$ cat src/video_config.svh
`ifndef VIDEO_CONFIG_SVH
`define VIDEO_CONFIG_SVH

// Raster geometry, one pixel per clock
`define H_ACTIVE 224
`define H_TOTAL 256
`define V_ACTIVE 288
`define V_TOTAL 300

// Enemy sprite size in pixels
`define SPRITE_W 8
`define SPRITE_H 8
`define NUM_ENEMIES 4

// AXI4-Lite widths
`define AXI_ADDR_W 8
`define AXI_DATA_W 32

// Register map, byte addresses
`define REG_CTRL 8'h00
// One position word per enemy, stride 4
`define REG_POS_BASE 8'h04
`define REG_COLOR_BASE 8'h14
`define REG_BG 8'h24

`endif
$ cat src/bus_pkg.sv
package bus_pkg;

  // Decoded register index
  typedef enum logic [3:0] {
    SEL_CTRL,
    SEL_POS0,
    SEL_POS1,
    SEL_POS2,
    SEL_POS3,
    SEL_COLOR0,
    SEL_COLOR1,
    SEL_COLOR2,
    SEL_COLOR3,
    SEL_BG,
    // Anything off the map
    SEL_INVALID
  } reg_sel_e;

  // AXI BRESP / RRESP codes in use
  typedef enum logic [1:0] {
    RESP_OKAY   = 2'b00,
    RESP_SLVERR = 2'b10
  } axi_resp_e;

endpackage

$ cat src/video_pkg.sv
`include "video_config.svh"

package video_pkg;

  // Scan position, sized to the total frame
  typedef logic [7:0] coord_x_t;
  typedef logic [8:0] coord_y_t;

  // Sprite coordinates are 9 bits on both axes
  typedef logic [8:0] sprite_coord_t;

  typedef struct packed {
    sprite_coord_t x;
    sprite_coord_t y;
  } sprite_pos_t;

  // 4 bits per channel, red in the top nibble
  typedef struct packed {
    logic [3:0] r;
    logic [3:0] g;
    logic [3:0] b;
  } rgb12_t;

  // Enum order is draw priority, red on top
  typedef enum logic [1:0] {
    ENEMY_RED,
    ENEMY_PINK,
    ENEMY_BLUE,
    ENEMY_YELLOW
  } enemy_id_e;

  typedef logic [`SPRITE_W-1:0] sprite_row_t;

  // Ghost shape, row 0 on top, bit 7 is the leftmost column
  localparam sprite_row_t ghost_pattern [`SPRITE_H] = '{
    8'b0011_1100,
    8'b0111_1110,
    8'b1101_1011,
    8'b1101_1011,
    8'b1111_1111,
    8'b1111_1111,
    8'b1111_1111,
    8'b1101_1011
  };

endpackage

$ cat src/sprite_scene_if.sv
`include "video_config.svh"

// Enemy settings as latched at frame start
interface sprite_scene_if;

  // Indexed by video_pkg::enemy_id_e
  video_pkg::sprite_pos_t pos [`NUM_ENEMIES];
  video_pkg::rgb12_t color [`NUM_ENEMIES];
  // Bit n enables enemy n
  logic [`NUM_ENEMIES-1:0] enable;
  // Shown where no enemy is opaque
  video_pkg::rgb12_t bg;

  modport source (output pos, output color, output enable, output bg);

  modport sink (input pos, input color, input enable, input bg);

endinterface

$ cat src/scan_if.sv
// Raster position from the timing generator
interface scan_if;

  video_pkg::coord_x_t sx;
  video_pkg::coord_y_t sy;
  // Inside the 224 x 288 visible area
  logic active;
  // Single cycle at sx == 0, sy == 0
  logic frame_start;

  modport source (output sx, output sy, output active, output frame_start);

  modport sink (input sx, input sy, input active, input frame_start);

endinterface

$ cat src/maze_video_top.sv
`include "video_config.svh"

module maze_video_top (
  input logic clk,
  input logic reset,
  // AXI4-Lite slave
  input logic [`AXI_ADDR_W-1:0] awaddr,
  input logic awvalid,
  output logic awready,
  input logic [`AXI_DATA_W-1:0] wdata,
  input logic [`AXI_DATA_W/8-1:0] wstrb,
  input logic wvalid,
  output logic wready,
  output logic [1:0] bresp,
  output logic bvalid,
  input logic bready,
  input logic [`AXI_ADDR_W-1:0] araddr,
  input logic arvalid,
  output logic arready,
  output logic [`AXI_DATA_W-1:0] rdata,
  output logic [1:0] rresp,
  output logic rvalid,
  input logic rready,
  // Pixel stream
  output logic [11:0] rgb,
  output logic [7:0] pixel_x,
  output logic [8:0] pixel_y,
  output logic de
);

  scan_if scan ();
  sprite_scene_if scene ();

  raster_timing u_timing (
    .clk (clk),
    .reset (reset),
    .scan (scan)
  );

  // Host registers, shadowed into the scene at frame start
  sprite_regs u_regs (
    .clk (clk),
    .reset (reset),
    .awaddr (awaddr),
    .awvalid (awvalid),
    .awready (awready),
    .wdata (wdata),
    .wstrb (wstrb),
    .wvalid (wvalid),
    .wready (wready),
    .bresp (bresp),
    .bvalid (bvalid),
    .bready (bready),
    .araddr (araddr),
    .arvalid (arvalid),
    .arready (arready),
    .rdata (rdata),
    .rresp (rresp),
    .rvalid (rvalid),
    .rready (rready),
    .frame_start (scan.frame_start),
    .scene (scene)
  );

  enemy_sprite u_sprite (
    .clk (clk),
    .reset (reset),
    .scan (scan),
    .scene (scene),
    .rgb (rgb),
    .pixel_x (pixel_x),
    .pixel_y (pixel_y),
    .de (de)
  );

endmodule

$ cat src/enemy_sprite.sv
`include "video_config.svh"

module enemy_sprite (
  input logic clk,
  input logic reset,
  scan_if.sink scan,
  sprite_scene_if.sink scene,
  output video_pkg::rgb12_t rgb,
  output video_pkg::coord_x_t pixel_x,
  output video_pkg::coord_y_t pixel_y,
  output logic de
);

  // Index widths inside the sprite
  localparam int COL_W = $clog2(`SPRITE_W);
  localparam int ROW_W = $clog2(`SPRITE_H);
  localparam logic [COL_W-1:0] COL_LAST = COL_W'(`SPRITE_W - 1);

  // Opaque pixel of each enemy at the current scan position
  logic [`NUM_ENEMIES-1:0] hit;
  logic win;
  video_pkg::enemy_id_e win_id;
  video_pkg::rgb12_t pix_color;

  //////////////////////////////
  // Per-enemy hit test
  //////////////////////////////

  always_comb begin
    video_pkg::sprite_coord_t sx_ext;
    video_pkg::sprite_coord_t dx;
    video_pkg::sprite_coord_t dy;
    video_pkg::sprite_row_t row_bits;
    logic in_box;
    sx_ext = {1'b0, scan.sx};
    for (int i = 0; i < `NUM_ENEMIES; i++) begin
      // Offset inside the sprite box
      dx = sx_ext - scene.pos[i].x;
      dy = scan.sy - scene.pos[i].y;
      // Lower bound checks guard against wrapped offsets
      in_box = (sx_ext >= scene.pos[i].x) && (dx < `SPRITE_W)
            && (scan.sy >= scene.pos[i].y) && (dy < `SPRITE_H);
      row_bits = video_pkg::ghost_pattern[dy[ROW_W-1:0]];
      // Column 0 sits in the top bit
      hit[i] = scene.enable[i] && in_box && row_bits[COL_LAST - dx[COL_W-1:0]];
    end
  end

  //////////////////////////////
  // Priority and transparency
  //////////////////////////////

  // Walk from lowest to highest priority, last hit wins
  always_comb begin
    win = 1'b0;
    win_id = video_pkg::ENEMY_RED;
    for (int i = `NUM_ENEMIES - 1; i >= 0; i--) begin
      if (hit[i]) begin
        win = 1'b1;
        win_id = video_pkg::enemy_id_e'(i);
      end
    end
  end

  // Background through transparent pixels
  assign pix_color = win ? scene.color[win_id] : scene.bg;

  //////////////////////////////
  // Output stage
  //////////////////////////////

  // Colour and coordinates stay aligned, one clock behind the scan
  always_ff @(posedge clk) begin
    if (reset) begin
      rgb <= '0;
      pixel_x <= '0;
      pixel_y <= '0;
      de <= 1'b0;
    end else begin
      de <= scan.active;
      pixel_x <= scan.sx;
      pixel_y <= scan.sy;
      // Blank outside the visible area
      rgb <= scan.active ? pix_color : '0;
    end
  end

  // Blanking holds through and after reset
  a_blank_when_no_de: assert property (
    @(posedge clk)
    !de |-> (rgb == '0)
  );

endmodule

$ cat src/sprite_regs.sv
`include "video_config.svh"

module sprite_regs (
  input logic clk,
  input logic reset,
  // AXI4-Lite write address / data / response
  input logic [`AXI_ADDR_W-1:0] awaddr,
  input logic awvalid,
  output logic awready,
  input logic [`AXI_DATA_W-1:0] wdata,
  input logic [`AXI_DATA_W/8-1:0] wstrb,
  input logic wvalid,
  output logic wready,
  output bus_pkg::axi_resp_e bresp,
  output logic bvalid,
  input logic bready,
  // AXI4-Lite read address / data
  input logic [`AXI_ADDR_W-1:0] araddr,
  input logic arvalid,
  output logic arready,
  output logic [`AXI_DATA_W-1:0] rdata,
  output bus_pkg::axi_resp_e rresp,
  output logic rvalid,
  input logic rready,
  input logic frame_start,
  sprite_scene_if.source scene
);

  // Working copy, written by the host
  logic [`NUM_ENEMIES-1:0] ctrl_q;
  video_pkg::sprite_pos_t pos_q [`NUM_ENEMIES];
  video_pkg::rgb12_t color_q [`NUM_ENEMIES];
  video_pkg::rgb12_t bg_q;

  bus_pkg::reg_sel_e wr_sel;
  bus_pkg::reg_sel_e rd_sel;
  logic [`AXI_DATA_W-1:0] wr_word;
  logic wr_fire;
  logic rd_fire;

  // Address to register index
  function automatic bus_pkg::reg_sel_e decode(input logic [`AXI_ADDR_W-1:0] addr);
    case (addr)
      `REG_CTRL: return bus_pkg::SEL_CTRL;
      `REG_POS_BASE: return bus_pkg::SEL_POS0;
      `REG_POS_BASE + 8'd4: return bus_pkg::SEL_POS1;
      `REG_POS_BASE + 8'd8: return bus_pkg::SEL_POS2;
      `REG_POS_BASE + 8'd12: return bus_pkg::SEL_POS3;
      `REG_COLOR_BASE: return bus_pkg::SEL_COLOR0;
      `REG_COLOR_BASE + 8'd4: return bus_pkg::SEL_COLOR1;
      `REG_COLOR_BASE + 8'd8: return bus_pkg::SEL_COLOR2;
      `REG_COLOR_BASE + 8'd12: return bus_pkg::SEL_COLOR3;
      `REG_BG: return bus_pkg::SEL_BG;
      default: return bus_pkg::SEL_INVALID;
    endcase
  endfunction

  // Which enemy a position or colour register belongs to
  function automatic video_pkg::enemy_id_e enemy_of(input bus_pkg::reg_sel_e sel);
    case (sel)
      bus_pkg::SEL_POS1, bus_pkg::SEL_COLOR1: return video_pkg::ENEMY_PINK;
      bus_pkg::SEL_POS2, bus_pkg::SEL_COLOR2: return video_pkg::ENEMY_BLUE;
      bus_pkg::SEL_POS3, bus_pkg::SEL_COLOR3: return video_pkg::ENEMY_YELLOW;
      default: return video_pkg::ENEMY_RED;
    endcase
  endfunction

  // Bus view of a register, unmapped reads as 0
  function automatic logic [`AXI_DATA_W-1:0] reg_word(input bus_pkg::reg_sel_e sel);
    video_pkg::enemy_id_e e;
    e = enemy_of(sel);
    case (sel)
      bus_pkg::SEL_CTRL: return `AXI_DATA_W'(ctrl_q);
      bus_pkg::SEL_POS0, bus_pkg::SEL_POS1, bus_pkg::SEL_POS2, bus_pkg::SEL_POS3:
        // y in 24:16, x in 8:0
        return {7'd0, pos_q[e].y, 7'd0, pos_q[e].x};
      bus_pkg::SEL_COLOR0, bus_pkg::SEL_COLOR1, bus_pkg::SEL_COLOR2, bus_pkg::SEL_COLOR3:
        return `AXI_DATA_W'(color_q[e]);
      bus_pkg::SEL_BG: return `AXI_DATA_W'(bg_q);
      default: return '0;
    endcase
  endfunction

  // Byte lanes with strobe low keep the old value
  function automatic logic [`AXI_DATA_W-1:0] apply_strb(
    input logic [`AXI_DATA_W-1:0] old_word,
    input logic [`AXI_DATA_W-1:0] new_word,
    input logic [`AXI_DATA_W/8-1:0] strb
  );
    logic [`AXI_DATA_W-1:0] merged;
    merged = old_word;
    for (int b = 0; b < `AXI_DATA_W / 8; b++) begin
      if (strb[b]) begin
        merged[8*b +: 8] = new_word[8*b +: 8];
      end
    end
    return merged;
  endfunction

  assign wr_sel = decode(awaddr);
  assign rd_sel = decode(araddr);

  // Read-modify-write value for the addressed register
  always_comb begin
    wr_word = apply_strb(reg_word(wr_sel), wdata, wstrb);
  end

  assign wr_fire = awvalid && awready && wvalid && wready;
  assign rd_fire = arvalid && arready;

  //////////////////////////////
  // Write channel
  //////////////////////////////

  // Ready pulses one cycle after AW and W are both seen
  // Held off while a response is still pending
  always_ff @(posedge clk) begin
    if (reset) begin
      awready <= 1'b0;
      wready <= 1'b0;
      bvalid <= 1'b0;
      bresp <= bus_pkg::RESP_OKAY;
    end else begin
      awready <= awvalid && wvalid && !awready && !bvalid;
      wready <= awvalid && wvalid && !awready && !bvalid;
      if (wr_fire) begin
        bvalid <= 1'b1;
        bresp <= (wr_sel == bus_pkg::SEL_INVALID) ? bus_pkg::RESP_SLVERR
                                                  : bus_pkg::RESP_OKAY;
      end else if (bvalid && bready) begin
        bvalid <= 1'b0;
      end
    end
  end

  // Register file update
  always_ff @(posedge clk) begin
    if (reset) begin
      ctrl_q <= '0;
      pos_q <= '{default: '0};
      color_q <= '{default: '0};
      bg_q <= '0;
    end else if (wr_fire) begin
      case (wr_sel)
        bus_pkg::SEL_CTRL: ctrl_q <= wr_word[`NUM_ENEMIES-1:0];
        bus_pkg::SEL_POS0, bus_pkg::SEL_POS1, bus_pkg::SEL_POS2, bus_pkg::SEL_POS3: begin
          pos_q[enemy_of(wr_sel)].x <= wr_word[8:0];
          pos_q[enemy_of(wr_sel)].y <= wr_word[24:16];
        end
        bus_pkg::SEL_COLOR0, bus_pkg::SEL_COLOR1, bus_pkg::SEL_COLOR2, bus_pkg::SEL_COLOR3:
          color_q[enemy_of(wr_sel)] <= wr_word[11:0];
        bus_pkg::SEL_BG: bg_q <= wr_word[11:0];
        // Unmapped write is dropped
        default: begin
        end
      endcase
    end
  end

  //////////////////////////////
  // Read channel
  //////////////////////////////

  // arready one cycle after arvalid, data the cycle after
  always_ff @(posedge clk) begin
    if (reset) begin
      arready <= 1'b0;
      rvalid <= 1'b0;
      rdata <= '0;
      rresp <= bus_pkg::RESP_OKAY;
    end else begin
      arready <= arvalid && !arready && !rvalid;
      if (rd_fire) begin
        rvalid <= 1'b1;
        rdata <= reg_word(rd_sel);
        rresp <= (rd_sel == bus_pkg::SEL_INVALID) ? bus_pkg::RESP_SLVERR
                                                  : bus_pkg::RESP_OKAY;
      end else if (rvalid && rready) begin
        rvalid <= 1'b0;
      end
    end
  end

  //////////////////////////////
  // Shadow copy at frame start
  //////////////////////////////

  // Overlay sees a stable set for the whole frame
  always_ff @(posedge clk) begin
    if (reset) begin
      scene.enable <= '0;
      scene.pos <= '{default: '0};
      scene.color <= '{default: '0};
      scene.bg <= '0;
    end else if (frame_start) begin
      scene.enable <= ctrl_q;
      scene.pos <= pos_q;
      scene.color <= color_q;
      scene.bg <= bg_q;
    end
  end

  // Responses wait for the master
  a_bvalid_hold: assert property (
    @(posedge clk) disable iff (reset)
    bvalid && !bready |=> bvalid
  );

  a_rvalid_hold: assert property (
    @(posedge clk) disable iff (reset)
    rvalid && !rready |=> rvalid
  );

endmodule

$ cat src/raster_timing.sv
`include "video_config.svh"

module raster_timing (
  input logic clk,
  input logic reset,
  scan_if.source scan
);

  // Last count on each axis
  localparam video_pkg::coord_x_t SX_LAST = video_pkg::coord_x_t'(`H_TOTAL - 1);
  localparam video_pkg::coord_y_t SY_LAST = video_pkg::coord_y_t'(`V_TOTAL - 1);
  // First count outside the visible area
  localparam video_pkg::coord_x_t SX_ACT = video_pkg::coord_x_t'(`H_ACTIVE);
  localparam video_pkg::coord_y_t SY_ACT = video_pkg::coord_y_t'(`V_ACTIVE);

  video_pkg::coord_x_t sx_q;
  video_pkg::coord_y_t sy_q;

  // Horizontal counter steps every clock
  // Vertical counter steps at the end of each line
  always_ff @(posedge clk) begin
    if (reset) begin
      sx_q <= '0;
      sy_q <= '0;
    end else if (sx_q == SX_LAST) begin
      sx_q <= '0;
      if (sy_q == SY_LAST) begin
        sy_q <= '0;
      end else begin
        sy_q <= sy_q + 1'b1;
      end
    end else begin
      sx_q <= sx_q + 1'b1;
    end
  end

  assign scan.sx = sx_q;
  assign scan.sy = sy_q;

  // Visible area starts at the origin
  assign scan.active = (sx_q < SX_ACT) && (sy_q < SY_ACT);

  // Origin of the frame
  assign scan.frame_start = (sx_q == '0) && (sy_q == '0);

  // Origin is left on the very next pixel
  a_frame_start_pulse: assert property (
    @(posedge clk) disable iff (reset)
    scan.frame_start |=> !scan.frame_start
  );

endmodule

$ cat config.mk
export PLATFORM = sky130hd
export DESIGN_NAME = maze_video_top
export DESIGN_NICKNAME = d
export VERILOG_FILES = /design/src/bus_pkg.sv /design/src/video_pkg.sv /design/src/sprite_scene_if.sv /design/src/scan_if.sv /design/src/maze_video_top.sv /design/src/enemy_sprite.sv /design/src/sprite_regs.sv /design/src/raster_timing.sv
export VERILOG_INCLUDE_DIRS = /design/src /design/src/src
export SDC_FILE = /design/constraint.sdc
export NUM_CORES = 1
export LEC_CHECK = 0
export ABC_AREA = 1
export ABC_CLOCK_PERIOD_IN_PS = 2500
export BUFFER_PORTS_ARGS = -buffer_cell sky130_fd_sc_hd__clkbuf_2
export CAP_MARGIN = 40
export CORE_ASPECT_RATIO = 0.5
export CORE_MARGIN = 5
export CORE_UTILIZATION = 30
export DETAILED_ROUTE_END_ITERATION = 12
export SYNTH_ARGS = -nofsm -noshare
export SYNTH_HDL_FRONTEND = slang
export SYNTH_HIERARCHICAL = 1
export SYNTH_SLANG_ARGS = --single-unit
$ cat constraint.sdc
create_clock -name clk -period 2.5 [get_ports clk]
set_input_delay 0.25 -clock clk [delete_from_list [all_inputs] [get_ports clk]]
set_output_delay 0.25 -clock clk [all_outputs]
set_load 0.02 [all_outputs]
=== After elaboration in Yosys (flattened, before gate mapping) ===
Memories as Yosys holds them, arrays and structs flattened.
Cells that the tools add are included.

* Word-level logic and storage cells: 301
* Memories: 4
* Output and inout port bits: 71
* ROM bits: 256
* Flip-flop bits (word level): 359

* $lt $le $gt $ge: 33
* Bitwise operators: 10
* Muxes and demuxes: 74
* Eq/ne operators: 40
* $add $sub $neg: 14
* Reductions and logical operators: 63

{| class="wikitable"
|+ Memory list
! name !! depth !! bits a word !! read ports !! clocked after Yosys merged registers in !! wr ports !! RTL line !! text
|-
| (no name shown) || 8 || 8 || 1 || 0 || 0 || enemy_sprite.sv:43 || <nowiki>row_bits = video_pkg::ghost_pattern[dy[ROW_W-1:0]];</nowiki>
|-
| (no name shown) || 8 || 8 || 1 || 0 || 0 || enemy_sprite.sv:43 ||
|-
| (no name shown) || 8 || 8 || 1 || 0 || 0 || enemy_sprite.sv:43 ||
|-
| (no name shown) || 8 || 8 || 1 || 0 || 0 || enemy_sprite.sv:43 ||
|}

{| class="wikitable"
|+ Operators by type and width
! kind !! count
|-
| case mux 25 bit (4 select lines) || 2
|-
| bitwise mux 72 bit || 2
|-
| two-way mux 12 bit || 8
|-
| two-way mux 18 bit || 5
|-
| two-way mux 8 bit || 10
|-
| case mux 4 bit (10 select lines) || 2
|-
| binary-select mux 12 bit (select 2 bit) || 3
|-
| binary-select mux 18 bit (select 2 bit) || 2
|-
| demux 18 bit (select 2 bit) || 2
|-
| less-than comparator 9 x 4 -> 1 bit (second input constant) || 8
|-
| == test 8 x 5 -> 1 bit (second input constant) || 8
|-
| bitwise mux 48 bit || 1
|-
| greater-or-equal comparator 8 x 9 -> 1 bit || 4
|-
| greater-or-equal comparator 9 bit || 4
|-
| subtractor 8 x 9 -> 9 bit || 4
|-
| subtractor 9 bit || 4
|-
| logical AND 1 bit || 35
|-
| == test 4 x 3 -> 1 bit (second input constant) || 8
|-
| == test 8 x 4 -> 1 bit (second input constant) || 4
|-
| == test 8 x 6 -> 1 bit (second input constant) || 4
|-
| two-way mux 2 bit || 14
|-
| demux 12 bit (select 2 bit) || 1
|-
| == test 4 bit (second input constant) || 6
|-
| zero test 8 bit || 3
|-
| other kinds (29) || 90
|}

=== Longest topological paths before layout ===
Gate-level depths: netlist (run 1).

* Depth after elaboration: 17
* Depth in mapped cells: 24
* Gate-level depth less buffers: 23

=== Modules after synthesis ===
Netlist (run 1), hierarchy kept.

{| class="wikitable"
|+ By module, submodules not included
! module !! cells each !! sequential area each (sq um) !! area each (sq um) !! times used
|-
| sprite_regs || 1914 || 5985.7 || 13516.7 || 1
|-
| enemy_sprite || 1061 || 600.6 || 5826.8 || 1
|-
| raster_timing || 144 || 340.3 || 974.7 || 1
|}

=== Worst setup path after synthesis (run 1) ===
No wires, ideal clock.

* Kind: flip-flop to flip-flop
* Start point: reg u_timing.sx_q[0], in the netlist u_timing/scan.sx[0]
* End point: reg, netlist name u_sprite/rgb[0]
* Library setup time: 109 ps
* Data required time: 2391 ps
* Setup slack: -226 ps
* Arrival: 2617 ps
* Stages on the path, launching flop included: 19
* Cells stage by stage: dfxtp_1 -> inv_1 -> ha_1 -> inv_1 -> fa_1 -> or2_2 -> nand2_1 -> o21bai_1 -> nand3_1 -> nand4_1 -> nor2_2 -> nand3_4 -> nand2_2 -> inv_2 -> nand2_4 -> buf_2 -> nand3_1 -> nand2_1 -> inv_1

* Word-level cells in the longest chain between the ends: 16
* Elaborated cells between the ends (all ways): 61
* Those cells by class: 8 x add/sub; 9 x order compare; 20 x mux; 2 x bitwise; 22 x reduce/logical

{| class="wikitable"
|+ RTL lines
! what !! RTL line !! text
|-
| start, declared || raster_timing.sv:16 || <nowiki>video_pkg::coord_x_t sx_q;</nowiki>
|-
| start signal, assigned || raster_timing.sv:33 || <nowiki>sx_q <= sx_q + 1'b1;</nowiki>
|-
| subtractor 8 x 9 -> 9 bit || enemy_sprite.sv:38 || <nowiki>dx = sx_ext - scene.pos[i].x;</nowiki>
|-
| less-than comparator 9 x 4 -> 1 bit (no line) || n/a ||
|-
| logical AND 1 bit (3 in a row) || enemy_sprite.sv:41 || <nowiki>in_box = (sx_ext >= scene.pos[i].x) && (dx < `SPRITE_W)</nowiki>
|-
| logical AND 1 bit (2 in a row) || enemy_sprite.sv:45 || <nowiki>hit[i] = scene.enable[i] && in_box && row_bits[COL_LAST - dx[COL_W-1:0]];</nowiki>
|-
| two-way mux 2 bit (4 in a row) || enemy_sprite.sv:58 || <nowiki>if (hit[i]) begin</nowiki>
|-
| inverter 2 -> 3 bit (not written as such) || enemy_sprite.sv:66 || <nowiki>assign pix_color = win ? scene.color[win_id] : scene.bg;</nowiki>
|-
| binary-select mux 12 bit (select 2 bit) || enemy_sprite.sv:66 ||
|-
| two-way mux 12 bit (not written as such) (2 in a row) || enemy_sprite.sv:66 ||
|-
| two-way mux 12 bit || enemy_sprite.sv:66 ||
|}

Several ways; a longest one is shown, not always the timed one. The select of a mux whose other input is x is not followed.
A chain may end at the register's enable or synchronous reset.

=== Final worst setup path (run 1) ===
* Start point: reg u_timing.sy_q[0], in the netlist u_timing/scan.sy[0]
* End point: reg, netlist name u_sprite/rgb[10]

* Word-level cells in the longest chain between the ends: 17
* Elaborated cells between the ends (all ways): 69
* Those cells by class: 4 x add/sub; 9 x order compare; 28 x mux; 6 x bitwise; 18 x reduce/logical; 4 x memory

{| class="wikitable"
|+ RTL lines
! what !! RTL line !! text
|-
| start, declared || raster_timing.sv:17 || <nowiki>video_pkg::coord_y_t sy_q;</nowiki>
|-
| start signal, assigned || raster_timing.sv:30 || <nowiki>sy_q <= sy_q + 1'b1;</nowiki>
|-
| subtractor 9 bit || enemy_sprite.sv:39 || <nowiki>dy = scan.sy - scene.pos[i].y;</nowiki>
|-
| inverter 3 -> 4 bit (not written as such) || enemy_sprite.sv:43 ||
|-
| memory read (8 x 8 bit) || n/a ||
|-
| two-way mux 8 bit (not written as such) (2 in a row) || enemy_sprite.sv:43 ||
|-
| binary-select mux 1 bit (select 3 bit) || enemy_sprite.sv:45 ||
|-
| two-way mux 1 bit (not written as such) || enemy_sprite.sv:45 ||
|-
| logical AND 1 bit || enemy_sprite.sv:45 ||
|-
| two-way mux 2 bit (4 in a row) || enemy_sprite.sv:58 ||
|-
| inverter 2 -> 3 bit (not written as such) || enemy_sprite.sv:66 ||
|-
| binary-select mux 12 bit (select 2 bit) || enemy_sprite.sv:66 ||
|-
| two-way mux 12 bit (not written as such) (2 in a row) || enemy_sprite.sv:66 ||
|-
| two-way mux 12 bit || enemy_sprite.sv:66 ||
|}

Several ways; a longest one is shown, not always the timed one. The select of a mux whose other input is x is not followed.

==> results.toml, run 1 <==
[global_route]
vias_in_the_first_global_route = 20000
grt_max_degree = 125
grt_first_pass_wirelength_um = 111000
grt_use_total_pct = 18.7
grt_antenna_before_repair = 1
overflow = 0

[logic_synthesis]
synth_mux_area_share_pct = 0
ys_dominant_reg_cell = "sky130_fd_sc_hd__dfxtp_1"
postSynthRegisterBits = 346
synthCells = 3119
synth_xor_xnor_area_share_pct = 0.647
synth_simple_gate_area_share_pct = 29.3
ys_async_sr_fraction_pct = 0
synth-adder-area-share_pct = 5.22
number_of_library_cell_types_mapped_by_synthesis = 53
combinational_family_with_the_most_area_after_synthesis = "simple AND/OR/NAND/NOR gates"
yosys_warnings = 6
synth_compound_gate_area_share_pct = 17.2
synth_sequential_area_ratio_pct = 34.1
edff_count_synth = 0
avg_synthesized_cell_area_um2 = 6.51
mappedNetlistArea_um2 = 20300

[power]
finalPower_mw = 14.3
irDropWorstVdd_mv = 0.377
leakagePower_nw = 11.5
p_per_area_nw_per_um2 = 581

[sta]
final_worst_setup_slack_ns = -0.341
number_of_max_slew_violations_in_the_final_report = 0
finalHoldViolCount = 0
final.setup.tns_ns = -3.78
timing.final.crit_period_ns = 2.84
max-slew-margin-rel_pct = 51.2
fmax_mhz = 352
max_clock_skew_ns = 0.0305
grt_setup_unrepaired = "yes"
worstMarginPinSlew_ns = 0.732
final_clock_period_utilization_by_the_worst_path_pct = 114
setup_viol_count_final = 12

[detailed_routing]
drt_first_pass_iters = 6
number_of_routed_nets_with_antenna_violations = 0
vias = 21000
postRouteWirelength_um = 71200
initialDrtViolationCount = 1632
post_drt_via_cell_ratio = 4.94
wl_per_cell_um = 16.7
drc_errors = 0

[final_layout]
layout.core_utilization_pct = 36.8
areaGrowthSynthToFinish_pct = 21.3
diodes_inserted = 0
layout.nets = 3474
drive_above_1_share_pct = 15.9

[clock_tree]
cts_sinks = 346
clkTransAtPathRegs_ns = 0.06
htreeDepth = 2
ctsLongestPathBuffers = 3
root_buffer = "sky130_fd_sc_hd__clkbuf_16"
cts_made_buffers = 37
cts_tree = "done"
worst_skew_pair.late_latency_ns = 0.56

[floorplan]
fp.dieH_um = 194
floorplan.die_area_um2 = 73300
floorplan.core_area_um2 = 67000
die-width_um = 378
row_count = 67
floorplan.io_pins = 130
initial_core_util_pct = 30.3

[min_path]
launch_instance_of_the_worst_min_delay_path = "reset"
hold_path_class = "input port to flip-flop"
cells_on_worst_hold_path = 2
hold_end = "u_sprite/pixel_y[8]$_SDFF_PP0_"

[outcome]
status = "finished with violations"
violated_checks = "setup timing"

[critical_path]
crit_path_start_kind = "flip-flop"
critPathMaxFanout = 12
timing.critical_path.arrival_ns = 3.29
rr_endpoint = "u_sprite/rgb[10]$_SDFF_PP0_"
end_kind = "flip-flop"
cp.required_ns = 2.95
path_type_of_the_worst_setup_path = "flip-flop to flip-flop"
regToRegSetupSlack_ns = -0.34
reg2reg_depth = 20
r2r_start = "u_timing/scan.sy[0]$_SDFFE_PP0N_"

[placement]
gp_congestion = 0.920
io_buffer_count = 105
place_worst_setup_slack_ns = -0.509
dpl.hpwl_um = 53300

[run]
number_of_max_cap_violations = 0
[sequential cells by signal (all words and copies together), names as in the netlist, 8 cells and up]
signal	cells
u_regs/bg_q	12
u_sprite/rgb	12
u_regs/scene.pos	72
u_regs/scene.color	48
u_sprite/pixel_x	8
u_regs/color_q	48
u_timing/scan.sx	8
u_regs/scene.bg	12
u_sprite/pixel_y	9
u_timing/scan.sy	9
u_regs/pos_q	72
u_regs/rdata	21
[synthesized netlist by cell type, types with 7 or more instances]
| cell type | n | area (um2) |
|---|---|---|
| sky130_fd_sc_hd__o21bai_1 | 10 | 75.1 |
| sky130_fd_sc_hd__buf_2 | 28 | 140 |
| sky130_fd_sc_hd__inv_1 | 518 | 1940 |
| sky130_fd_sc_hd__buf_1 | 8 | 30.0 |
| sky130_fd_sc_hd__dfxtp_1 | 346 | 6930 |
| sky130_fd_sc_hd__nand4_1 | 20 | 125 |
| sky130_fd_sc_hd__o21ai_0 | 199 | 996 |
| sky130_fd_sc_hd__nand3_1 | 344 | 1720 |
| sky130_fd_sc_hd__nor3_1 | 11 | 55.1 |
| sky130_fd_sc_hd__a21oi_1 | 301 | 1510 |
| sky130_fd_sc_hd__clkbuf_1 | 79 | 297 |
| sky130_fd_sc_hd__fa_1 | 8 | 160 |
| sky130_fd_sc_hd__a21oi_2 | 15 | 131 |
| sky130_fd_sc_hd__ha_1 | 72 | 901 |
| sky130_fd_sc_hd__nor2_2 | 13 | 81.3 |
| sky130_fd_sc_hd__o2111ai_1 | 9 | 78.8 |
| sky130_fd_sc_hd__nand2_1 | 639 | 2400 |
| sky130_fd_sc_hd__inv_2 | 19 | 71.3 |
| sky130_fd_sc_hd__nand3b_1 | 24 | 180 |
| sky130_fd_sc_hd__o21ai_1 | 43 | 215 |
| sky130_fd_sc_hd__nand2_4 | 7 | 78.8 |
| sky130_fd_sc_hd__nor2_1 | 249 | 935 |
| sky130_fd_sc_hd__buf_4 | 18 | 135 |
| sky130_fd_sc_hd__xor2_1 | 11 | 96.3 |
| sky130_fd_sc_hd__o211ai_1 | 38 | 285 |
| sky130_fd_sc_hd__buf_6 | 9 | 101 |
| sky130_fd_sc_hd__nand2_2 | 19 | 119 |
[report_power, final]
group | switching, mW | total (mW) | leakage (nW) | internal (mW)
Clock | 2.36 | 5.35 | 0.569 | 2.98
Sequential | 0.174 | 5.94 | 2.82 | 5.77
Combinational | 1.87 | 3.03 | 8.08 | 1.16
Total | 4.41 | 14.3 | 11.5 | 9.91
[repair_timing]
| item | CTS | global route |
|---|---|---|
| pin swaps | 29 | 40 |
| hold buffers | 5 | 0 |
| resized for setup | 37 | 62 |
| hold endpoints to repair | 4 | 0 |
| cloned | 1 | 2 |
| buffers inserted | 5 | 3 |
| endpoints found under the setup margin | 12 | 12 |
[worst max-delay path, cell delays in order, from the launching register on]
cell	delay, ns
sky130_fd_sc_hd__dfxtp_4	0.36
sky130_fd_sc_hd__inv_8	0.09
sky130_fd_sc_hd__ha_4	0.13
sky130_fd_sc_hd__inv_2	0.04
sky130_fd_sc_hd__fa_2	0.60
sky130_fd_sc_hd__inv_1	0.06
sky130_fd_sc_hd__nand3_1	0.07
sky130_fd_sc_hd__nand3_1	0.08
sky130_fd_sc_hd__nand2_1	0.09
sky130_fd_sc_hd__nand3_2	0.08
sky130_fd_sc_hd__nor2_2	0.10
sky130_fd_sc_hd__nand2_2	0.08
sky130_fd_sc_hd__nor2_4	0.21
sky130_fd_sc_hd__nand2_4	0.10
sky130_fd_sc_hd__nand2_8	0.11
sky130_fd_sc_hd__clkbuf_16	0.18
sky130_fd_sc_hd__nand3_1	0.07
sky130_fd_sc_hd__nand3_1	0.10
sky130_fd_sc_hd__nand3_2	0.07
sky130_fd_sc_hd__nand2_1	0.07
sky130_fd_sc_hd__inv_1	0.04
[worst max-delay path by stage]
stage	cells past startpoint	start	endpoint
floorplan	19	u_timing/scan.sy[0]$_SDFFE_PP0N_	u_sprite/rgb[0]$_SDFF_PP0_
global placement	20	u_regs/scene.pos[27]$_SDFFE_PP0P_	u_sprite/rgb[11]$_SDFF_PP0_
detailed placement	20	u_regs/scene.pos[27]$_SDFFE_PP0P_	u_sprite/rgb[11]$_SDFF_PP0_
CTS	19	u_timing/scan.sx[0]$_SDFF_PP0_	u_sprite/rgb[5]$_SDFF_PP0_
global route	20	u_timing/scan.sy[0]$_SDFFE_PP0N_	u_sprite/rgb[10]$_SDFF_PP0_
finish	20	u_timing/scan.sy[0]$_SDFFE_PP0N_	u_sprite/rgb[10]$_SDFF_PP0_
[placed cells by master (no fill, tap or decap), types with 5 or more instances in the layout]
master / n
sky130_fd_sc_hd__ha_1: 64
sky130_fd_sc_hd__nand2_2: 24
sky130_fd_sc_hd__nand4_1: 20
sky130_fd_sc_hd__a21oi_1: 300
sky130_fd_sc_hd__dfxtp_1: 334
sky130_fd_sc_hd__nand2_1: 627
sky130_fd_sc_hd__o22ai_1: 5
sky130_fd_sc_hd__inv_1: 507
sky130_fd_sc_hd__buf_6: 5
sky130_fd_sc_hd__conb_1: 13
sky130_fd_sc_hd__nor3_1: 11
sky130_fd_sc_hd__nand3_1: 325
sky130_fd_sc_hd__buf_4: 175
sky130_fd_sc_hd__a22oi_1: 5
sky130_fd_sc_hd__inv_2: 26
sky130_fd_sc_hd__clkbuf_2: 104
sky130_fd_sc_hd__o211ai_1: 38
sky130_fd_sc_hd__xor2_1: 10
sky130_fd_sc_hd__dlygate4sd3_1: 5
sky130_fd_sc_hd__nand3_2: 22
sky130_fd_sc_hd__clkbuf_1: 8
sky130_fd_sc_hd__clkbuf_8: 6
sky130_fd_sc_hd__a21oi_2: 16
sky130_fd_sc_hd__nand3b_1: 24
sky130_fd_sc_hd__o21ai_0: 198
sky130_fd_sc_hd__fa_2: 6
sky130_fd_sc_hd__dfxtp_2: 10
sky130_fd_sc_hd__o21ai_1: 44
sky130_fd_sc_hd__nor2_4: 6
sky130_fd_sc_hd__o2111ai_1: 9
sky130_fd_sc_hd__buf_12: 17
sky130_fd_sc_hd__clkinv_2: 9
sky130_fd_sc_hd__clkbuf_16: 39
sky130_fd_sc_hd__nor2_2: 16
sky130_fd_sc_hd__ha_4: 7
sky130_fd_sc_hd__or2_2: 5
sky130_fd_sc_hd__o21bai_1: 10
sky130_fd_sc_hd__nor2_1: 244
sky130_fd_sc_hd__nand2_4: 11
[metal layers]
metal	global-route usage, %	wire, um
met1	23.8	30900
met3	2.76	4340
met2	32.6	33500
met4	6.11	2470
met5	0	0
[through the flow]
| stage | area (um2) | instances | hold WS (ns) |
|---|---|---|---|
| 6_report | 24600 | 4256 | 0.0622 |
| 5_1_grt | 24600 | 4256 | 0.0574 |
| 4_1_cts | 24400 | 4253 | 0.0391 |
| 3_5_place_dp | 23000 | 4179 | 0.433 |
| 3_3_place_gp | 23000 | 4179 | 0.427 |
| 2_1_floorplan | 20400 | 3131 | 0.322 |
[final cells by class]
cell class	instances	area [um2]
clock buffers	52	1060
clock inverters	11	87.6
fillers	7138	42300
inverters	540	2050
multi-input cells	2103	11100
flip-flops and latches	346	6950
well taps	897	1120
repair buffers	307	2310
[cell families after synthesis]
| group | after synthesis |
|---|---|
| buffers and inverters | 683 |
| flip-flops | 346 |
| AND/OR/NAND/NOR | 1353 |
| XOR/XNOR | 15 |
| other | 1 |
| AO/OA/AOI/OAI | 641 |
| adder cells (fa/ha/maj) | 80 |
Power figures use the tool's default switching activity.
==> inputs of run 2 (changes only) <==
CELL_PAD_IN_SITES_DETAIL_PLACEMENT = 0   (was unset)
CELL_PAD_IN_SITES_GLOBAL_PLACEMENT = 1   (was unset)
PLACE_DENSITY_LB_ADDON = 0.1   (was unset)
==> run 2 against run 1 <==
  * Power rose by 6.7%
  * Core utilization up 1.5 points
  * Combinational power rose by 5%
  * Critical path depth is 1 higher
  * Clock-buffer cell count rose by 2
  * The flow still finishes with violations (setup timing)
  * Fmax decreased by 2.2%
  * Clock skew shrank 0.0024 ns
  * Non-clock buffer count grew 70
  * Wire length up 13%
  * Sequential power is essentially flat
==> results.toml, run 2 (synthesis gave the netlist of run 1 again) <==
[sta]
max_clock_skew_ns = 0.0280
fin_worst_hold_slack_ns = 0.0864
finalHoldViolCount = 0
final_worst_setup_slack_ns = -0.404
worstMarginPinSlew_ns = 0.859
fmax_mhz = 344
number_of_max_slew_violations_in_the_final_report = 0
setup_viol_count_final = 12
final_clock_period_utilization_by_the_worst_path_pct = 116
grt_setup_unrepaired = "yes"
timing.final.crit_period_ns = 2.90
max-slew-margin-rel_pct = 42.7
final.setup.tns_ns = -4.54

[floorplan]
die-width_um = 378
row_count = 67
floorplan.core_area_um2 = 67000
floorplan.die_area_um2 = 73300
fp.dieH_um = 194
initial_core_util_pct = 30.3
floorplan.io_pins = 130

[detailed_routing]
post_drt_via_cell_ratio = 4.81
drc_errors = 0
initialDrtViolationCount = 1562
drt_first_pass_iters = 8
number_of_routed_nets_with_antenna_violations = 0
wl_per_cell_um = 18.6
postRouteWirelength_um = 80400
vias = 20800

[clock_tree]
worst_skew_pair.late_latency_ns = 0.58
ctsLongestPathBuffers = 3
cts_tree = "done"
clkTransAtPathRegs_ns = 0.06
cts_sinks = 346
htreeDepth = 2
root_buffer = "sky130_fd_sc_hd__clkbuf_16"
cts_made_buffers = 39

[critical_path]
critPathMaxFanout = 7
cp.required_ns = 2.97
crit_path_start_kind = "flip-flop"
path_type_of_the_worst_setup_path = "flip-flop to flip-flop"
r2r_start = "u_timing/scan.sy[0]$_SDFFE_PP0N_"
timing.critical_path.arrival_ns = 3.38
end_kind = "flip-flop"
crit_path_start = "u_timing/scan.sy[0]$_SDFFE_PP0N_"

[final_layout]
layout.nets = 3547
layoutNonFillerInstCount = 4331
final_common_cell = "sky130_fd_sc_hd__nand2_1"
layout_top_registers = "u_regs/pos_q: 72 flops, u_regs/scene.pos: 72 flops"
drive_above_1_share_pct = 17.8
areaGrowthSynthToFinish_pct = 26.2
diodes_inserted = 0
final_cell_mix = "sky130_fd_sc_hd__nand2_1, sky130_fd_sc_hd__inv_1, sky130_fd_sc_hd__dfxtp_1, sky130_fd_sc_hd__nand3_1, sky130_fd_sc_hd__a21oi_1"

[placement]
dpl.hpwl_um = 59800
io_buffer_count = 105
post-place-cells = 4241
gp_congestion = 0.836

[global_route]
grt_use_total_pct = 21.4
grt_antenna_before_repair = 0
overflow = 0
grt_max_degree = 99
vias_in_the_first_global_route = 20000
grt_first_pass_wirelength_um = 122000

[power]
switching_share_pct = 30.7
power.net_switching_mw = 4.69
p_per_area_nw_per_um2 = 596
leakagePower_nw = 12.0
irDropWorstVdd_mv = 0.438
clock_power_share_pct = 40.4
pwr-share-comb_pct = 20.8
power.share.sequential_pct = 38.8
p_int_mw = 10.6

[outcome]
status = "finished with violations"
violated_checks = "setup timing"

[min_path]
launch_instance_of_the_worst_min_delay_path = "reset"
hold_path_class = "input port to flip-flop"

[run]
number_of_max_cap_violations = 0
run 2: layout make-up:
class | instances | area [um2]
fillers | 7326 | 41300
multi-input cells | 2104 | 11100
flip-flops and latches | 346 | 6940
repair buffers | 377 | 3120
inverters | 540 | 2050
clock buffers | 54 | 1130
well taps | 897 | 1120
clock inverters | 13 | 206
run 2: metrics by stage:
stage	area [um2]	total power [mW]	util, %	worst slack (ns)
after detailed placement	23700	9.12	35.3	-0.594
after CTS	25400	15.5	37.9	-0.354
after global routing	25600	16.1	38.3	-0.540
final	25600	15.3	38.3	-0.404
after floorplan	20400	7.94	-	-0.0223
after global placement	23700	9.12	35.3	-0.538
run 2: path summary, 6_finish.rpt:
kind / endpoint / slack, ns / cells past startpoint
worst min register to register: u_regs/arready$_SDFF_PP0_ / 0.44 / 1
worst max register to register: u_sprite/rgb[4]$_SDFF_PP0_ / -0.40 / 21
worst min-delay path: u_sprite/pixel_x[4]$_SDFF_PP0_ / 0.09 / 2
worst max-delay path: u_sprite/rgb[4]$_SDFF_PP0_ / -0.40 / 21
run 2: per-layer routing:
metal,global-route usage [%],wire length [um]
met1,31.1,40300
met2,33.7,34900
met3,2.96,3580
met4,4.42,1590
met5,0,0
run 2: worst max-delay path, stage by stage, from the launching register on:
cell                        delay (ns)
sky130_fd_sc_hd__dfxtp_4          0.36
sky130_fd_sc_hd__inv_8            0.08
sky130_fd_sc_hd__ha_4             0.12
sky130_fd_sc_hd__inv_2            0.04
sky130_fd_sc_hd__fa_2             0.40
sky130_fd_sc_hd__nand2_4          0.10
sky130_fd_sc_hd__nand2_4          0.06
sky130_fd_sc_hd__nand4_1          0.15
sky130_fd_sc_hd__nand2_1          0.08
sky130_fd_sc_hd__nand2_1          0.07
sky130_fd_sc_hd__nand2_1          0.07
sky130_fd_sc_hd__nor2_1           0.11
sky130_fd_sc_hd__nand3_1          0.14
sky130_fd_sc_hd__nor2_4           0.19
sky130_fd_sc_hd__nand2_4          0.12
sky130_fd_sc_hd__nand2_8          0.20
sky130_fd_sc_hd__clkbuf_16        0.21
sky130_fd_sc_hd__nand3_2          0.06
sky130_fd_sc_hd__nand3_2          0.06
sky130_fd_sc_hd__nand3_1          0.07
sky130_fd_sc_hd__nand2_1          0.07
sky130_fd_sc_hd__inv_1            0.04
run 2: power by group through the flow:
stage	Sequential [mW]	Combinational [mW]	Clock (mW)
after floorplan	6.01	1.93	0
after global placement	6.05	3.07	0
after detailed placement	6.05	3.08	0
after CTS	5.93	3.15	6.38
after global routing	5.96	3.59	6.57
final	5.93	3.18	6.18
run 2: timing repair:
item,4_1_cts,5_1_grt
setup endpoints to repair,12,12
setup buffers,10,2
gates cloned,5,1
hold buffers,5,0
pin swaps,20,62
hold endpoints to repair,4,0
gates resized for setup,46,50
==> inputs of run 3 (changes only) <==
PLACE_DENSITY = 0.58   (was unset)
PLACE_DENSITY_LB_ADDON = unset   (was 0.1)
==> run 3 against run 2 <==
  * The flow still finishes with violations (setup timing)
  * Non-clock buffer count decreased by 14
  * Register-to-register slack barely moved
  * Clock skew is 0.0087 ns higher
  * Clock power down 6.6%
  * Critical path depth down 1
  * Sequential power barely moved
  * Die area is the same
  * Via count fell by 1.2%
==> results.toml, run 3 (synthesis gave the netlist of run 1 again) <==
[global_route]
grt_antenna_before_repair = 0
grt_max_degree = 113
vias_in_the_first_global_route = 19800
grt_first_pass_wirelength_um = 121000
overflow = 0
grt_use_total_pct = 21.1

[power]
p_per_area_nw_per_um2 = 586
power.share.sequential_pct = 39.9
p_int_mw = 10.2
power.net_switching_mw = 4.68
finalPower_mw = 14.9
irDropWorstVdd_mv = 0.405
switching_share_pct = 31.5
clock_power_share_pct = 38.8
pwr-share-comb_pct = 21.3
leakagePower_nw = 11.9

[sta]
finalHoldViolCount = 0
final_clock_period_utilization_by_the_worst_path_pct = 116
max_clock_skew_ns = 0.0368
fmax_mhz = 345
timing.final.crit_period_ns = 2.90
final_worst_setup_slack_ns = -0.397
max-slew-margin-rel_pct = 45.6
worstMarginPinSlew_ns = 0.815
setup_viol_count_final = 12
number_of_max_slew_violations_in_the_final_report = 0
grt_setup_unrepaired = "yes"

[clock_tree]
ctsLongestPathBuffers = 3
clkTransAtPathRegs_ns = 0.07
cts_made_buffers = 37
cts_tree = "done"
cts_sinks = 346
worst_skew_pair.late_latency_ns = 0.59
root_buffer = "sky130_fd_sc_hd__clkbuf_16"
htreeDepth = 2

[final_layout]
layoutNonFillerInstCount = 4318
drive_above_1_share_pct = 17.3
areaGrowthSynthToFinish_pct = 24.9
postLayoutCellArea_um2 = 25400
layout.core_utilization_pct = 37.9
final_cell_mix = "sky130_fd_sc_hd__nand2_1, sky130_fd_sc_hd__inv_1, sky130_fd_sc_hd__dfxtp_1, sky130_fd_sc_hd__nand3_1, sky130_fd_sc_hd__a21oi_1"
final_common_cell = "sky130_fd_sc_hd__nand2_1"
layout_top_registers = "u_regs/pos_q: 72 flops, u_regs/scene.pos: 72 flops"
layout.nets = 3531

[critical_path]
end_kind = "flip-flop"
critPathMaxFanout = 7
cp.required_ns = 2.97
critical-path-max-stage-delay_ns = 0.59
slowest_stage = "sky130_fd_sc_hd__fa_2"
crit_path_start_kind = "flip-flop"
timing.critical_path.arrival_ns = 3.37
path_type_of_the_worst_setup_path = "flip-flop to flip-flop"
cp_cell_sequence = "inv_4, buf_6, ha_4, inv_2, fa_2, nor2_1, nand2_1, nand3_2, nand2_1, nand2_1, nor2_2, nand4_4, buf_12, nand2_8, clkbuf_16, nand3_2, nand3_1, nand3_1, nand2_1, inv_1"
cp_common_cell = "sky130_fd_sc_hd__nand2_1"

[detailed_routing]
routed-wl-met2_um = 34200
dr.max_layer_used = "met4"
met1Wirelength_um = 39100
post_drt_via_cell_ratio = 4.77
vias = 20600
postRouteWirelength_um = 79200
initialDrtViolationCount = 1429
wl_per_cell_um = 18.3
drc_errors = 0
drt_first_pass_iters = 5
met3WireLength_um = 3720
number_of_routed_nets_with_antenna_violations = 0

[outcome]
status = "finished with violations"
violated_checks = "setup timing"

[floorplan]
floorplan.core_area_um2 = 67000
fp.dieH_um = 194
row_count = 67
initial_core_util_pct = 30.3
die-width_um = 378
floorplan.io_pins = 130
floorplan.die_area_um2 = 73300

[placement]
placement.cell_area_um2 = 23500
dpl.hpwl_um = 58800
post-place-cells = 4230
io_buffer_count = 105
gp_congestion = 0.857

[run]
number_of_max_cap_violations = 0

[min_path]
hold_path_class = "input port to flip-flop"
==> run 3: cell count changes in the layout (fill, tap and decap cells not counted), sizes merged <==
cell,previous run,this run
clkinv,9,11
buf,267,253
diode,0,1
bufinv,4,0
clkbuf,159,162
inv,540,538
clkinvlp,0,1
==> run 3: worst paths after layout <==
check                                      start                       endpoint  slack [ns]  cells past startpoint
hold reg to reg     u_regs/rdata[4]$_SDFFE_PP0P_   u_regs/rdata[4]$_SDFFE_PP0P_        0.47                      2
setup reg to reg  u_timing/scan.sx[0]$_SDFF_PP0_    u_sprite/rgb[10]$_SDFF_PP0_       -0.40                     20
setup / recovery  u_timing/scan.sx[0]$_SDFF_PP0_    u_sprite/rgb[10]$_SDFF_PP0_       -0.40                     20
hold / removal                         wdata[21]  u_regs/pos_q[41]$_SDFFE_PP0P_        0.08                      5
==> run 3: layer usage <==
layer	vias to the layer above	GRT usage, %
met5	-	0
met4	0	5.69
met3	112	3.22
met2	406	32.9
met1	9523	30.4
li1	10500	-
==> run 3: final cells by class <==
| class | count | area (um2) |
|---|---|---|
| fillers | 7297 | 41600 |
| multi-input cells | 2104 | 11100 |
| flip-flops and latches | 346 | 6940 |
| repair buffers | 363 | 2950 |
| inverters | 540 | 2050 |
| clock buffers | 57 | 1140 |
| well taps | 897 | 1120 |
| clock inverters | 10 | 100 |
| diodes | 1 | 2.50 |
==> run 3: repair_timing <==
| item | 4_1_cts | 5_1_grt |
|---|---|---|
| cloned | 3 | 1 |
| hold buffers | 5 | 0 |
| pin swaps | 24 | 19 |
| setup buffers | 9 | 2 |
| endpoints found under the hold margin | 4 | 0 |
| setup endpoints to repair | 12 | 35 |
| gates resized for setup | 66 | 27 |
==> run 3: power groups by stage <==
stage	registers (mW)	clock network (mW)	logic [mW]
finish	5.93	5.77	3.17
floorplan	6.01	0	1.93
detailed placement	6.05	0	3.03
global route	5.95	6.16	3.58
CTS	5.93	5.93	3.13
global placement	6.04	0	3.04
==> run 3: worst max-delay path: cells and delay by family, from the launching register on <==
| family | cells | cell delay (ns) |
|---|---|---|
| simple gates | 12 | 1.07 |
| buf+inv | 6 | 0.65 |
| flops | 1 | 0.33 |
| fa+ha+maj | 2 | 0.72 |
==> run 3: per-stage QoR <==
step           TNS (ns)  hold WS [ns]  worst slack [ns]
4_1_cts           -3.70        0.0699            -0.325
3_5_place_dp      -6.58         0.443            -0.556
2_1_floorplan    -0.267         0.322           -0.0223
6_report          -4.25        0.0841            -0.397
5_1_grt           -6.51         0.102            -0.567
3_3_place_gp      -6.45         0.435            -0.542
